$ cat src/common/dcache_pkg.sv
`default_nettype none

package dcache_pkg;

    // line geometry
    localparam int line_bytes  = 32;
    localparam int offset_bits = $clog2(line_bytes);

    // processor side data width
    localparam int word_bits = 32;

    // one full cache line, byte 0 in the low bits
    typedef logic [line_bytes*8-1:0] cache_line_t;

    // controller states
    typedef enum logic [1:0] {
        idle,
        compare,
        write_back,
        fill
    } dcache_state_e;

endpackage

`default_nettype wire

$ cat src/verilog/byte_lane_align.sv
`timescale 1ns/1ps
`default_nettype none

module byte_lane_align (
    input  logic [1:0]                         alignment,
    input  logic [dcache_pkg::word_bits-1:0]   stored_word,
    input  logic [dcache_pkg::word_bits-1:0]   mem_wdata,
    input  logic [dcache_pkg::word_bits/8-1:0] mem_byte_enable,
    output logic [dcache_pkg::word_bits-1:0]   mem_rdata,
    output logic [dcache_pkg::word_bits-1:0]   merged_word
);
    import dcache_pkg::*;

    localparam int lanes = word_bits / 8;

    logic [word_bits-1:0] shifted_data;
    logic [lanes-1:0]     shifted_be;

    // misaligned load, upper bytes zero
    assign mem_rdata = stored_word >> {alignment, 3'b000};

    // lanes pushed past the top byte fall off
    assign shifted_data = mem_wdata << {alignment, 3'b000};
    assign shifted_be   = mem_byte_enable << alignment;

    always_comb begin
        for (int i = 0; i < lanes; i++) begin
            if (shifted_be[i]) begin
                merged_word[i*8 +: 8] = shifted_data[i*8 +: 8];
            end else begin
                merged_word[i*8 +: 8] = stored_word[i*8 +: 8];
            end
        end
    end

endmodule

`default_nettype wire

$ cat config.mk
export PLATFORM = sky130hd
export DESIGN_NAME = byte_lane_align
export DESIGN_NICKNAME = d
export VERILOG_FILES = /design/src/common/dcache_pkg.sv /design/src/verilog/byte_lane_align.sv
export SDC_FILE = /design/constraint.sdc
export NUM_CORES = 1
export LEC_CHECK = 0
export ABC_AREA = 1
export BUFFER_PORTS_ARGS = -buffer_cell sky130_fd_sc_hd__buf_2
export CORE_UTILIZATION = 38
export DETAILED_ROUTE_END_ITERATION = 10
export PLACE_DENSITY_LB_ADDON = 0.1
export SYNTH_ARGS = -nofsm -noshare
export SYNTH_HDL_FRONTEND = slang
export SYNTH_SLANG_ARGS = --single-unit
$ cat constraint.sdc
create_clock -name vclk -period 1.3
set_clock_uncertainty 0.15 [all_clocks]
set_input_delay 0.26 -clock vclk [all_inputs]
set_output_delay 0.26 -clock vclk [all_outputs]
set_load 0.02 [all_outputs]
==> results of run 1 <==
## repair_timing
item / in CTS
buffers inserted: 3
pin swaps: 40
endpoints found under the setup margin: 64
hold buffers: 0
resized for setup: 201
gates cloned: 5
## cell families after synthesis
family | count (synthesis) | synth area share [%]
simple gates | 230 | 58.6
compound gates | 56 | 18.7
buf+inv | 75 | 22.7
## metrics by stage
stage	cells	util (%)	hold WS, ns	area, um^2
2_1_floorplan	361	-	0.513	2160
3_3_place_gp	578	77.4	0.703	3160
3_5_place_dp	578	77.4	0.707	3160
4_1_cts	586	96.7	0.680	3950
==> results.toml, run 1 <==
[logic_synthesis]
avgSynthCellArea_um2 = 4.60
yosysUniqueCellTypes = 22
mappedNetlistNets = 431
yosys-top-cells-count = "169 x nand2_1, 51 x inv_1, 35 x nand3_1"
ys_top_cells_by_area = "nand2_1 38%, inv_1 12%, nand3_1 11%"
synth_most_common_cell = "nand2_1"
seq_area_frac_synth_pct = 0
synth_top_area_share_pct = 38.2
synthCells = 361
ys_warn_count = 0
syn_area_mm2 = 0.00166
synth_top_area_cell = "nand2_1"

[die]
die_h_um = 68.1
die_x_um = 68.1
floorplan.rows = 23
io_pins = 134
start_util_pct = 40.6

[global_routing]
grt_max_degree = 26

[placement]
dp_slack_ns = -0.419
port_buffers = 134
gp_congestion = 0.871
hpwl_um = 6030

[status]
error = "[ERROR DPL-0038] Utilization greater than 100%, impossible to legalize"
haltStage = "global routing"
outcome = "aborted with a tool error"

[timing]
crit_endpoint = "merged_word[23]"
worst-ep-kind = "output port"
==> run 2, diff against run 1 <==
CORE_UTILIZATION = 40   (was 38)
PLACE_DENSITY_LB_ADDON = 0.15   (was 0.1)
clock period = 1.7 ns   (was 1.3 ns; I/O delays follow)
==> results.toml, run 2 <==
[status]
outcome = "finished, violations left"
violations = "setup timing"

[die]
die-area_mm2 = 0.00441
start_util_pct = 41.5
floorplan.rows = 23
die_h_um = 66.4
die_x_um = 66.4
core_mm2 = 0.00400
io_pins = 134

[routing]
wl_per_cell_um = 14.6
routed_via_density = 5.41
drc = 0
postRouteAntennaNets = 0
drt-initial-drc-count = 293
wirelength_um = 8150
firstDrtPassIters = 5
vias = 3018

[placement]
port_buffers = 134
place_inst = 553
gp_congestion = 0.928
hpwl_um = 5550

[timing]
hold_viol_final = 0
fin_crit_ns = 1.79
worstMarginPinSlew_ns = 0.221
slew_violations = 0
finalSetupViolations = 36
max-slew-margin-rel_pct = 85.2
setup_slack_ns = -0.0859
clock.fmax_mhz = 560
fin_setup_tns_ns = -1.24
period_share_pct = 105
rsz0062_at_grt = "true"

[logic_synthesis]
synth_top_area_share_pct = 38.2
avgSynthCellArea_um2 = 4.60
syn_area_mm2 = 0.00166
seq_area_frac_synth_pct = 0
synthCells = 361
ys_warn_count = 0
yosysUniqueCellTypes = 22
synth_top_area_cell = "nand2_1"
yosys-top-cells-count = "169 x nand2_1, 51 x inv_1, 35 x nand3_1"
synth_most_common_cell = "nand2_1"
ys_top_cells_by_area = "nand2_1 38%, inv_1 12%, nand3_1 11%"
mappedNetlistNets = 431

[layout]
stdcell_count = 558
seqCellArea_um2 = 0
final_common_cell = "nand2_1"
nets = 580
clkbuf_count = 0
seq_cells = 0
drive_gt1_share_pct = 52.2
fillerInstances = 261
area_delta_synth_final_pct = 105
final_cell_mix = "132 x nand2_1, 77 x buf_2, 56 x buf_6"
num_antenna_cells = 0
final_util_pct = 84.9

[global_routing]
grt_pass1_vias = 2477
grt_overflow = 0
grt_usage_pct = 31.5
grt_max_degree = 29
grt_pass1_wl_um = 10900
antenna_found_initial = 0

[setup_path]
criticalPathCategory = "input pin to primary output"
critPathLaunchType = "input pin"
cp_max_fo = 8
endpoint_kind = "primary output"
required_ns = 1.21
critical_path_arrival_ns = 1.30

[pwr]
power_frac_clock_pct = 0
internal_power_uw = 550
p_total_mw = 1.26
p_sw_uw = 706
p_leak_nw = 1.95
p_per_area_mw_per_mm2 = 370
combPwrFrac_pct = 100.0
pwr-share-seq_pct = 0
switching_share_pct = 56.2
vdd_drop_max_v = 0.000226

[min_path]
hp-class = "input pin to primary output"

[clock_network]
holdBufCountCts = 0

[flow_run]
max_cap_violations = 0
## run 2: logic make-up after synthesis
family          after synthesis  synth area share, %
compound gates               56                 18.7
buf+inv                      75                 22.7
simple gates                230                 58.6
## run 2: worst paths after layout
| check | start | to | slack [ns] | depth (start not counted) |
|---|---|---|---|---|
| min | stored_word[30] | merged_word[30] | 0.85 | 4 |
| max | alignment[0] | mem_rdata[28] | -0.09 | 7 |
## run 2: metal layers
metal | wire, um | vias up | global-route usage [%]
met5 | 0 | - | 0
met4 | 397 | 0 | 11.4
met3 | 630 | 38 | 1.38
met2 | 4060 | 200 | 58.2
met1 | 3060 | 1347 | 37.9
li1 | - | 1433 | -
## run 2: worst max-delay path, cell delays in order
cell	delay (ns)
buf_12	0.11
buf_6	0.11
nor2_4	0.15
buf_6	0.13
clkinvlp_4	0.16
nor2_1	0.14
buf_4	0.15
## run 2: area by class of cell
| class | instances | area [um^2] | area share, % |
|---|---|---|---|
| multi-input cells | 288 | 1750 | 51.4 |
| inverters | 55 | 225 | 6.63 |
| well taps | 50 | 62.6 | 1.84 |
| repair buffers | 165 | 1360 | 40.1 |
## run 2: power groups by stage
stage / clock, mW / combinational (mW) / sequential [mW]
3_5_place_dp: 0 / 0.900 / 0
4_1_cts: 0 / 1.07 / 0
6_report: 0 / 1.26 / 0
5_1_grt: 0 / 1.33 / 0
2_1_floorplan: 0 / 0.567 / 0
3_3_place_gp: 0 / 0.898 / 0
## run 2: timing repair
| action | CTS | global route |
|---|---|---|
| resized for setup | 114 | 111 |
| setup endpoints to repair | 64 | 59 |
| gates cloned | 2 | 1 |
| setup buffers | 1 | 1 |
| pin swaps | 16 | 22 |
| hold endpoints to repair | 0 | 0 |
## run 2: stage by stage
step | area (um^2) | hold WS, ns | setup slack [ns]
floorplan | 1730 | 0.692 | 0.0177
global placement | 2560 | 0.863 | -0.150
detailed placement | 2560 | 0.871 | -0.184
CTS | 2960 | 0.852 | -0.0594
global route | 3400 | 0.865 | -0.121
finish | 3400 | 0.854 | -0.0859
Power figures use the tool's default switching activity.
