**src/common/dcache_pkg.sv**
```systemverilog
`default_nettype none

package dcache_pkg;

    // line geometry
    localparam int line_bytes  = 32;
    localparam int offset_bits = $clog2(line_bytes);

    // processor side data width
    localparam int word_bits = 32;

    // one full cache line, byte 0 in the low bits
    typedef logic [line_bytes*8-1:0] cache_line_t;

    // controller states
    typedef enum logic [1:0] {
        idle,
        compare,
        write_back,
        fill
    } dcache_state_e;

endpackage

`default_nettype wire

```
**src/dcache/dcache_control.sv**
```systemverilog
`timescale 1ns/1ps
`default_nettype none

module dcache_control (
    input  logic clk,
    input  logic arst_n,
    input  logic mem_read,
    input  logic mem_write,
    input  logic hit,
    input  logic victim_valid,
    input  logic victim_dirty,
    input  logic pmem_resp,
    output logic mem_resp,
    output logic pmem_read,
    output logic pmem_write,
    output logic load_line_data,
    output logic load_valid,
    output logic load_dirty,
    output logic load_lru,
    output logic load_wb_line,
    output logic line_from_mem,
    output logic dirty_in,
    output logic use_lru_way,
    output logic addr_from_wb
);
    import dcache_pkg::*;

    dcache_state_e state;
    dcache_state_e next_state;

    always_ff @(posedge clk or negedge arst_n) begin
        if (!arst_n) begin
            state <= idle;
        end else begin
            state <= next_state;
        end
    end

    always_comb begin
        next_state     = state;
        mem_resp       = 1'b0;
        pmem_read      = 1'b0;
        pmem_write     = 1'b0;
        load_line_data = 1'b0;
        load_valid     = 1'b0;
        load_dirty     = 1'b0;
        load_lru       = 1'b0;
        load_wb_line   = 1'b0;
        line_from_mem  = 1'b0;
        dirty_in       = 1'b0;
        use_lru_way    = 1'b0;
        addr_from_wb   = 1'b0;

        case (state)
            idle: begin
                if (mem_read || mem_write) begin
                    next_state = compare;
                end
            end

            compare: begin
                if (hit) begin
                    mem_resp = 1'b1;
                    load_lru = 1'b1;
                    // write hit updates line and marks it dirty
                    if (mem_write) begin
                        load_line_data = 1'b1;
                        load_dirty     = 1'b1;
                        dirty_in       = 1'b1;
                    end
                    next_state = idle;
                end else begin
                    // capture victim before anything is replaced
                    use_lru_way  = 1'b1;
                    load_wb_line = 1'b1;
                    if (victim_valid && victim_dirty) begin
                        next_state = write_back;
                    end else begin
                        next_state = fill;
                    end
                end
            end

            write_back: begin
                pmem_write   = 1'b1;
                addr_from_wb = 1'b1;
                if (pmem_resp) begin
                    next_state = fill;
                end
            end

            fill: begin
                pmem_read   = 1'b1;
                use_lru_way = 1'b1;
                if (pmem_resp) begin
                    load_line_data = 1'b1;
                    line_from_mem  = 1'b1;
                    load_valid     = 1'b1;
                    load_dirty     = 1'b1;
                    next_state     = compare;
                end
            end

            default: begin
                next_state = idle;
            end
        endcase
    end

endmodule

`default_nettype wire

```
**config.mk**
```make
export PLATFORM = sky130hd
export DESIGN_NAME = dcache_control
export DESIGN_NICKNAME = d
export VERILOG_FILES = /design/src/common/dcache_pkg.sv /design/src/dcache/dcache_control.sv
export SDC_FILE = /design/constraint.sdc
export NUM_CORES = 1
export LEC_CHECK = 0
export BUFFER_PORTS_ARGS = -buffer_cell sky130_fd_sc_hd__buf_2
export CAP_MARGIN = 20
export CORE_AREA = 10 10 47 49
export CTS_BUF_LIST = sky130_fd_sc_hd__clkbuf_8 sky130_fd_sc_hd__clkbuf_16
export CTS_CLUSTER_DIAMETER = 50
export DETAILED_ROUTE_END_ITERATION = 10
export DIE_AREA = 0 0 57 59
export GPL_TIMING_DRIVEN = 0
export PLACE_DENSITY = 0.44
export SLEW_MARGIN = 10
export SYNTH_ARGS = -nofsm -noshare
export SYNTH_HDL_FRONTEND = slang
export SYNTH_SLANG_ARGS = --single-unit
```
**constraint.sdc**
```tcl
create_clock -name clk -period 1.26 [get_ports clk]
set_input_delay 0.189 -clock clk [delete_from_list [all_inputs] [get_ports clk]]
set_output_delay 0.189 -clock clk [all_outputs]
set_load 0.01 [all_outputs]
```
==> results.py, run 1 <==
metrics = {
    "detailed_routing": {
        "wire_per_inst_um": 12.0,
        "first_iter_violations": 2,
        "drt_pre_antenna_iters": 2,
        "wl_um": 913,
        "ant_nets": 0,
        "vias": 309,
        "drc": 0,
        "viasPerCell": 4.07,
    },
    "power": {
        "internal-power_mw": 0.889,
        "power.share.combinational_pct": 70.9,
        "p_leak_nw": 0.315,
        "seq_power_share_pct": 9.8,
        "clockPowerShare_pct": 19.3,
        "power.switching_mw": 0.444,
        "ir_worst_vdd_mv": 0.912,
        "power_density_nw_per_um2": 2080,
        "swShare_pct": 33.3,
    },
    "setup_path": {
        "startpoint": "state[1]",
        "arrival_ns": 1.43,
        "crit_path_start_kind": "flip-flop",
        "r2r_end": "state[1]",
        "crit_slowest_cell": "dfrtp_1",
        "crit_fanout": 3,
        "crit_chain": "inv_2, ha_4, and3_4, or2_4, buf_6, buf_6",
        "rrSetupSlack_ns": -0.15,
        "critPathKind": "flip-flop to primary output",
        "timing.rr.start": "state[0]",
        "end_kind": "primary output",
        "critPathMaxStageDelay_ns": 0.38,
        "critPathRequiredTime_ns": 1.07,
        "crit_top_cell": "buf_6",
        "reg2regPathDepth": 8,
    },
    "timing": {
        "finalClockSkew_ns": 0.00366,
        "finalWorstSetupSlack_ns": -0.360,
        "finalCritPeriodShare_pct": 129,
        "setup_viol": 14,
        "max-slew-margin-rel_pct": 85.6,
        "tightest_slew_ns": 0.215,
        "hold_violations": 0,
        "worst_hold_slack_ns": 0.290,
        "rsz0062_at_grt": "yes",
        "final_max_slew_viol_count": 0,
        "min_period_ns": 1.62,
        "max_clock_freq_mhz": 617,
    },
    "layout": {
        "layout-drive-gt1-share_pct": 85.0,
        "largestRegisters": "state (2)",
        "largest_reg_flops": 2,
        "antenna-diode-count": 0,
        "syn2layout_area_growth_pct": 155,
        "nNetsFinal": 74,
        "largest-register": "state",
        "nFillCells": 142,
        "instances_no_fill": 76,
    },
    "floorplanning": {
        "dieHeight_um": 59,
        "std_cell_rows": 14,
        "fp.dieW_um": 57,
        "start_util_pct": 17.9,
        "coreArea_um2": 1400,
        "pin_count": 20,
        "design.die.area_um2": 3360,
    },
    "global_route": {
        "grt_pass1_vias": 307,
        "gr-total-overflow": 0,
        "grt_pass1_wl_um": 1410,
        "grt_use_total_pct": 5.42,
        "grt_max_degree": 6,
        "antenna_found_initial": 0,
    },
    "place": {
        "port_buffers": 19,
        "gp_congestion": 0.700,
        "dp_cells": 62,
        "post-place-ws_ns": -0.178,
        "dp_hpwl_um": 622,
    },
    "synthesis": {
        "synth_cell_types": 17,
        "yosysTopAreaCell": "dfrtp_1",
        "syn_inst": 27,
        "syn_nets": 39,
        "async_flop_share_pct": 100,
        "ys_seq_elements": 2,
        "synth_top_area_share_pct": 19.9,
        "yosys_warnings": 0,
        "avgSynthCellArea_um2": 9.31,
        "synth_area_um2": 251,
        "netlist_top_cells_count": "4 x buf_4, 4 x ha_1",
        "synth.area.top_cells": "dfrtp_1 20%, ha_1 20%, buf_4 12%",
        "ys_seq_area_share_pct": 19.9,
        "ys.flop_type": "dfrtp_1",
        "synth_edf_count": 0,
    },
    "clock_tree": {
        "htree_levels": 1,
        "clk_latency_ns": 0.21,
        "cts_root_buffer": "clkbuf_8",
        "cts_tree": "built",
        "cts_buffers": 3,
        "clk_pin_slew_worst_paths_ns": 0.03,
        "clock_path_buffers": 2,
        "cts.sink_count": 2,
    },
    "status": {
        "outcome": "finished, violations left",
        "violations": "negative setup slack",
    },
    "run": {
        "drv_cap": 0,
    },
    "min_path": {
        "min_path_type": "input port to async pin",
    },
}
## worst max-delay path, delay by kind of cell, from the launching register on
kind	cells	cell delay [ns]
buf+inv	3	0.29
flops	1	0.38
simple gates	2	0.39
fa+ha+maj	1	0.16
## metal layers
layer	vias up	routed length, um	part of all wire [%]	GRT usage, %
met5	-	0	0	0
met4	0	14	1.5	4.03
met3	2	111	12	3.86
met2	18	410	45	7.60
met1	135	376	41	5.51
li1	154	-	-	-
## placed cells by master (no fill, tap or decap), types with 2 or more instances in the layout
| master | n |
|---|---|
| buf_2 | 9 |
| buf_4 | 9 |
| buf_6 | 15 |
| clkbuf_8 | 3 |
| ha_4 | 3 |
| mux2i_1 | 2 |
| or2_4 | 2 |
## logic make-up (layout without fill, tap and decap cells)
logic type | count (synthesis) | count (layout) | share of synthesized area [%]
buffers and inverters | 6 | 39 | 14.9
and+or+nand+nor | 10 | 10 | 27.4
muxes | 2 | 2 | 7.96
adders and majority gates | 4 | 4 | 19.9
AOI/OAI and AO/OA | 3 | 3 | 9.94
DFF | 2 | 2 | 19.9
## final cells by class
cell class / count / area [um2] / share of cell area, %
clock buffer: 3 / 41.3 / 6.45
tap: 16 / 20.0 / 3.13
buffer: 4 / 33.8 / 5.27
sequential: 2 / 51.3 / 8.01
inverter: 2 / 10.0 / 1.56
multi-input combinational: 19 / 226 / 35.4
timing repair buffer: 30 / 258 / 40.2
## stage by stage
step                      total power [mW]  area (um2)  TNS, ns  util, %
after CTS                             1.02         488    -2.17     34.8
after global routing                  1.46         641    -2.94     45.7
after detailed placement             0.634         380   -0.410     27.1
after floorplan                      0.480         265  -0.0588        -
after global placement               0.638         380   -0.460     27.1
final                                 1.33         641    -2.12     45.7
## power by group through the flow
| stage | Clock, mW | Sequential, mW | Combinational [mW] |
|---|---|---|---|
| detailed placement | 0 | 0.118 | 0.516 |
| global placement | 0 | 0.118 | 0.520 |
| finish | 0.257 | 0.131 | 0.945 |
| global route | 0.276 | 0.138 | 1.04 |
| floorplan | 0 | 0.113 | 0.368 |
| CTS | 0.266 | 0.117 | 0.639 |
## timing repair
| action | CTS | global route |
|---|---|---|
| gates resized for setup | 6 | 20 |
| hold endpoints to repair | 2 | 0 |
| pin swaps | 1 | 4 |
| setup buffers | 3 | 7 |
| setup endpoints to repair | 13 | 14 |
| hold buffers | 1 | 0 |
## how the worst max path moves through the flow
stage / slack, ns / depth (start not counted) / to
2_1_floorplan: -0.06 / 4 / load_line_data
3_3_place_gp: -0.17 / 6 / load_line_data
3_5_place_dp: -0.18 / 6 / load_line_data
4_1_cts: -0.38 / 6 / load_line_data
5_1_grt: -0.43 / 6 / load_line_data
6_report: -0.36 / 6 / load_line_data
Note: power is estimated with default switching activity, not from simulation.
==> inputs of run 2 (changes only) <==
--- a/config.mk
+++ b/config.mk
@@ -7,11 +7,11 @@
 export LEC_CHECK = 0
 export BUFFER_PORTS_ARGS = -buffer_cell sky130_fd_sc_hd__buf_2
 export CAP_MARGIN = 20
-export CORE_AREA = 10 10 47 49
-export CTS_BUF_LIST = sky130_fd_sc_hd__clkbuf_8 sky130_fd_sc_hd__clkbuf_16
+export CORE_AREA = 5 5 42 44
+export CTS_BUF_LIST = sky130_fd_sc_hd__clkbuf_2 sky130_fd_sc_hd__clkbuf_4 sky130_fd_sc_hd__clkbuf_8
 export CTS_CLUSTER_DIAMETER = 50
 export DETAILED_ROUTE_END_ITERATION = 10
-export DIE_AREA = 0 0 57 59
+export DIE_AREA = 0 0 47 49
 export GPL_TIMING_DRIVEN = 0
 export PLACE_DENSITY = 0.44
 export SLEW_MARGIN = 10
==> run 2 against run 1 <==
The flow still finishes with violations (negative setup slack); utilization fell by 4.2 points; largest cell class unchanged; flip-flop and latch count is the same; global-route usage up 2.5 points; maximum frequency increased by 0.33%; setup slack better by 0.0054 ns; count of clock-buffer cells in the layout is the same; clock power down 44%; final cell count down 2.6%; non-clock buffer count is 2 lower; clock skew decreased by 0.0035 ns; sequential power decreased by 7%.
==> results.py, run 2 (synthesis gave the netlist of run 1 again) <==
metrics = {
    "status": {
        "outcome": "finished, violations left",
        "violations": "negative setup slack",
    },
    "floorplanning": {
        "pin_count": 20,
        "dieHeight_um": 49,
        "coreArea_um2": 1400,
        "start_util_pct": 17.9,
        "std_cell_rows": 14,
        "fp.dieW_um": 47,
        "design.die.area_um2": 2300,
    },
    "detailed_routing": {
        "drt_pre_antenna_iters": 1,
        "viasPerCell": 3.82,
        "wl_um": 798,
        "wire_per_inst_um": 10.8,
        "drc": 0,
        "first_iter_violations": 0,
        "vias": 283,
        "ant_nets": 0,
    },
    "setup_path": {
        "rrSetupSlack_ns": -0.09,
        "crit_path_start_kind": "flip-flop",
        "startpoint": "state[0]",
        "arrival_ns": 1.43,
        "end_kind": "primary output",
        "r2r_end": "state[0]",
        "timing.rr.start": "state[1]",
        "critPathKind": "flip-flop to primary output",
        "critPathRequiredTime_ns": 1.07,
        "reg2regPathDepth": 8,
        "crit_fanout": 3,
    },
    "place": {
        "dp_cells": 62,
        "gp_congestion": 0.693,
        "post-place-ws_ns": -0.174,
        "port_buffers": 19,
        "dp_hpwl_um": 530,
    },
    "layout": {
        "largest_reg_flops": 2,
        "final_common_cell": "buf_6",
        "nNetsFinal": 72,
        "nFillCells": 162,
        "layout-drive-gt1-share_pct": 81.0,
        "syn2layout_area_growth_pct": 131,
        "final_util_pct": 41.5,
        "largest-register": "state",
        "layout_common_cells": "15 x buf_6, 10 x buf_2, 6 x buf_4, 3 x clkbuf_4",
        "antenna-diode-count": 0,
        "instances_no_fill": 74,
        "largestRegisters": "state (2)",
    },
    "clock_tree": {
        "htree_levels": 1,
        "cts_tree": "built",
        "cts_root_buffer": "clkbuf_4",
        "cts.sink_count": 2,
        "clk_pin_slew_worst_paths_ns": 0.03,
        "clk_latency_ns": 0.22,
        "clock_path_buffers": 2,
        "cts_buffers": 3,
    },
    "timing": {
        "finalCritPeriodShare_pct": 128,
        "finalClockSkew_ns": 0.000171,
        "max_clock_freq_mhz": 619,
        "max-slew-margin-rel_pct": 88.1,
        "tightest_slew_ns": 0.178,
        "min_period_ns": 1.61,
        "finalWorstSetupSlack_ns": -0.354,
        "rsz0062_at_grt": "yes",
        "hold_violations": 0,
        "setup_viol": 14,
        "final_max_slew_viol_count": 0,
    },
    "power": {
        "p_total_mw": 1.11,
        "p_leak_nw": 0.298,
        "power_density_nw_per_um2": 1910,
        "ir_worst_vdd_mv": 0.868,
    },
    "global_route": {
        "grt_use_total_pct": 7.89,
        "grt_pass1_wl_um": 1300,
        "grt_max_degree": 6,
        "grt_pass1_vias": 332,
        "gr-total-overflow": 0,
        "antenna_found_initial": 0,
    },
    "run": {
        "drv_cap": 0,
    },
    "min_path": {
        "min_path_type": "input port to async pin",
    },
}
[run 2: what timing repair did]
item / CTS / global route
setup endpoints to repair: 13 / 14
hold buffers: 1 / 0
setup buffers: 7 / 1
endpoints found under the hold margin: 2 / 0
gates resized for setup: 19 / 3
cloned: 0 / 0
pin swaps: 3 / 3
[run 2: critical path, stage by stage (launching register included)]
cell     delay [ns]
dfrtp_1        0.41
ha_2           0.19
and2_4         0.13
or2_4          0.24
buf_6          0.11
buf_6          0.11
[run 2: through the flow]
stage / cell area [um2] / TNS, ns / hold slack, ns
floorplan: 265 / -0.0588 / -0.107
global placement: 380 / -0.453 / -0.0252
detailed placement: 380 / -0.415 / -0.0242
CTS: 561 / -2.55 / 0.268
global route: 582 / -3.11 / 0.297
finish: 582 / -2.32 / 0.282
[run 2: how the worst max path moves through the flow]
| stage | to | slack [ns] | depth (start not counted) |
|---|---|---|---|
| after floorplan | load_line_data | -0.06 | 4 |
| after global placement | load_line_data | -0.17 | 6 |
| after detailed placement | load_line_data | -0.17 | 6 |
| after CTS | load_line_data | -0.37 | 6 |
| after global routing | load_line_data | -0.40 | 5 |
| final | load_line_data | -0.35 | 5 |
[run 2: metal layers]
metal  vias to the layer above  global-route usage (%)  wire length (um)
li1                        146                       -                 -
met1                       121                    8.57               283
met2                        16                    12.9               407
met3                         0                    1.48               106
met4                         0                    5.53                 0
met5                         -                       0                 0
[run 2: layout make-up]
type	count	area [um2]	share of cell area, %
Timing Repair Buffer	28	236	40.6
Tap cell	16	20.0	3.44
Buffer	4	37.5	6.45
Sequential cell	2	50.0	8.60
Inverter	2	7.51	1.29
Clock buffer	3	22.5	3.87
Multi-Input combinational cell	19	208	35.7
[run 2: power by group]
group          total (mW)  leakage [nW]  internal, mW  switching [mW]
Clock               0.143        0.0138         0.105          0.0376
Sequential          0.122        0.0245        0.0925          0.0298
Combinational       0.846         0.259         0.519           0.326
==> inputs of run 3 (changes only) <==
--- a/config.mk
+++ b/config.mk
@@ -13,7 +13,7 @@
 export DETAILED_ROUTE_END_ITERATION = 10
 export DIE_AREA = 0 0 47 49
 export GPL_TIMING_DRIVEN = 0
-export PLACE_DENSITY = 0.44
+export PLACE_DENSITY = 0.51
 export SLEW_MARGIN = 10
 export SYNTH_ARGS = -nofsm -noshare
 export SYNTH_HDL_FRONTEND = slang
==> constraint.sdc (replaced) <==
create_clock -name clk -period 1.4 [get_ports clk]
set_input_delay 0.21 -clock clk [delete_from_list [all_inputs] [get_ports clk]]
set_output_delay 0.21 -clock clk [all_outputs]
set_load 0.01 [all_outputs]
==> run 3 against run 2 <==
The flow still finishes with violations (negative setup slack); clock power fell by 13%; final area fell by 11%; first-iteration DRC count rose by 3; power decreased by 22%; flip-flop and latch count is the same; die area stayed put; combinational power decreased by 26%; worst hold slack better by 0.023 ns; sequential share of layout area grew 1.1 points; setup slack improved by 0.12 ns.
==> results.py, run 3 (synthesis gave the netlist of run 1 again) <==
metrics = {
    "status": {
        "outcome": "finished, violations left",
        "violations": "negative setup slack",
    },
    "run": {
        "drv_cap": 0,
    },
    "place": {
        "post-place-ws_ns": -0.117,
        "dp_hpwl_um": 554,
        "dp_cells": 62,
        "port_buffers": 19,
        "gp_congestion": 0.596,
        "dpl_cell_area_um2": 374,
    },
    "layout": {
        "final_common_cell": "buf_2",
        "syn2layout_area_growth_pct": 106,
        "instances_no_fill": 71,
        "final_area_um2": 518,
        "layout-drive-gt1-share_pct": 78.2,
        "largestRegisters": "state (2)",
        "largest-register": "state",
        "largest_reg_flops": 2,
        "antenna-diode-count": 0,
        "nNetsFinal": 69,
        "layout_common_cells": "13 x buf_2, 8 x buf_4, 7 x buf_6, 3 x clkbuf_4",
    },
    "setup_path": {
        "critPathRequiredTime_ns": 1.19,
        "crit_buf_inv": 3,
        "crit_chain": "inv_2, ha_4, and3_4, or2_4, buf_6, buf_6",
        "crit_fanout": 3,
        "critPathMaxStageDelay_ns": 0.37,
        "end_kind": "primary output",
        "critPathKind": "flip-flop to primary output",
        "crit_slowest_cell": "dfrtp_1",
        "crit_path_start_kind": "flip-flop",
        "crit_top_cell": "buf_6",
        "arrival_ns": 1.43,
        "rrSetupSlack_ns": 0.08,
        "crit_family": "simple AND/OR/NAND/NOR gates",
    },
    "clock_tree": {
        "clk_latency_ns": 0.22,
        "cts_buffers": 3,
        "clock_path_buffers": 2,
        "cts_tree": "built",
        "cts.sink_count": 2,
        "clk_pin_slew_worst_paths_ns": 0.03,
        "cts_root_buffer": "clkbuf_4",
        "htree_levels": 1,
    },
    "global_route": {
        "grt_use_total_pct": 7.17,
        "grt_pass1_vias": 286,
        "grt_pass1_wl_um": 1140,
        "antenna_found_initial": 0,
        "gr-total-overflow": 0,
        "grt_max_degree": 6,
    },
    "floorplanning": {
        "coreArea_um2": 1400,
        "design.die.area_um2": 2300,
        "pin_count": 20,
        "std_cell_rows": 14,
        "dieHeight_um": 49,
        "fp.dieW_um": 47,
        "start_util_pct": 17.9,
    },
    "timing": {
        "rsz0062_at_grt": "yes",
        "finalCritPeriodShare_pct": 117,
        "min_period_ns": 1.64,
        "max_clock_freq_mhz": 611,
        "setup_viol": 5,
        "max-slew-margin-rel_pct": 88.1,
        "finalWorstSetupSlack_ns": -0.237,
        "hold_violations": 0,
        "tightest_slew_ns": 0.177,
        "final_max_slew_viol_count": 0,
        "finalClockSkew_ns": 0.000237,
    },
    "min_path": {
        "min_path_type": "input port to async pin",
    },
    "power": {
        "power_density_nw_per_um2": 1670,
        "p_total_mw": 0.864,
        "p_leak_nw": 0.273,
        "ir_worst_vdd_mv": 0.487,
    },
    "detailed_routing": {
        "first_iter_violations": 3,
        "wire_per_inst_um": 9.83,
        "wl_um": 698,
        "drt_pre_antenna_iters": 2,
        "ant_nets": 0,
        "vias": 283,
        "drc": 0,
        "viasPerCell": 3.99,
    },
}
[run 3: power by group]
group | internal [mW] | switching [mW]
Combinational | 0.368 | 0.260
Sequential | 0.0833 | 0.0275
Clock | 0.0943 | 0.0302
[run 3: through the flow]
step | TNS (ns) | hold WS (ns) | utilization (%)
floorplan | 0 | -0.0856 | -
global placement | -0.0995 | -0.00323 | 26.7
detailed placement | -0.139 | -0.00281 | 26.7
CTS | -0.753 | 0.297 | 35.2
global route | -1.04 | 0.309 | 37.0
finish | -0.716 | 0.304 | 37.0
[run 3: area by class of cell]
cell class                 count  area, um2
buffer                         3       26.3
clock buffer                   3       22.5
fill                         152        883
inverter                       2       7.51
multi-input combinational     19        204
sequential                     2       50.0
tap                           16       20.0
timing repair buffer          26        188
[run 3: what timing repair did]
action | in CTS | in global routing
hold endpoints to repair | 2 | 0
gates resized for setup | 13 | 2
buffers inserted | 4 | 2
setup endpoints to repair | 9 | 7
pin swaps | 4 | 3
hold buffers | 1 | 0
[run 3: layer usage]
metal	wire length (um)	GRT usage, %
met1	234	6.56
met2	317	11.3
met3	134	3.69
met4	12	5.53
met5	0	0
[run 3: worst paths after layout]
check                                  to  startpoint  depth (start not counted)
max                        load_line_data    state[1]                          6
min                              state[0]      arst_n                          2
max reg2reg                      state[0]    state[1]                          7
min reg2reg                      state[0]    state[0]                          2
max in group asynchronous        state[1]      arst_n                          2
min in group clk                 state[0]   pmem_resp                          3
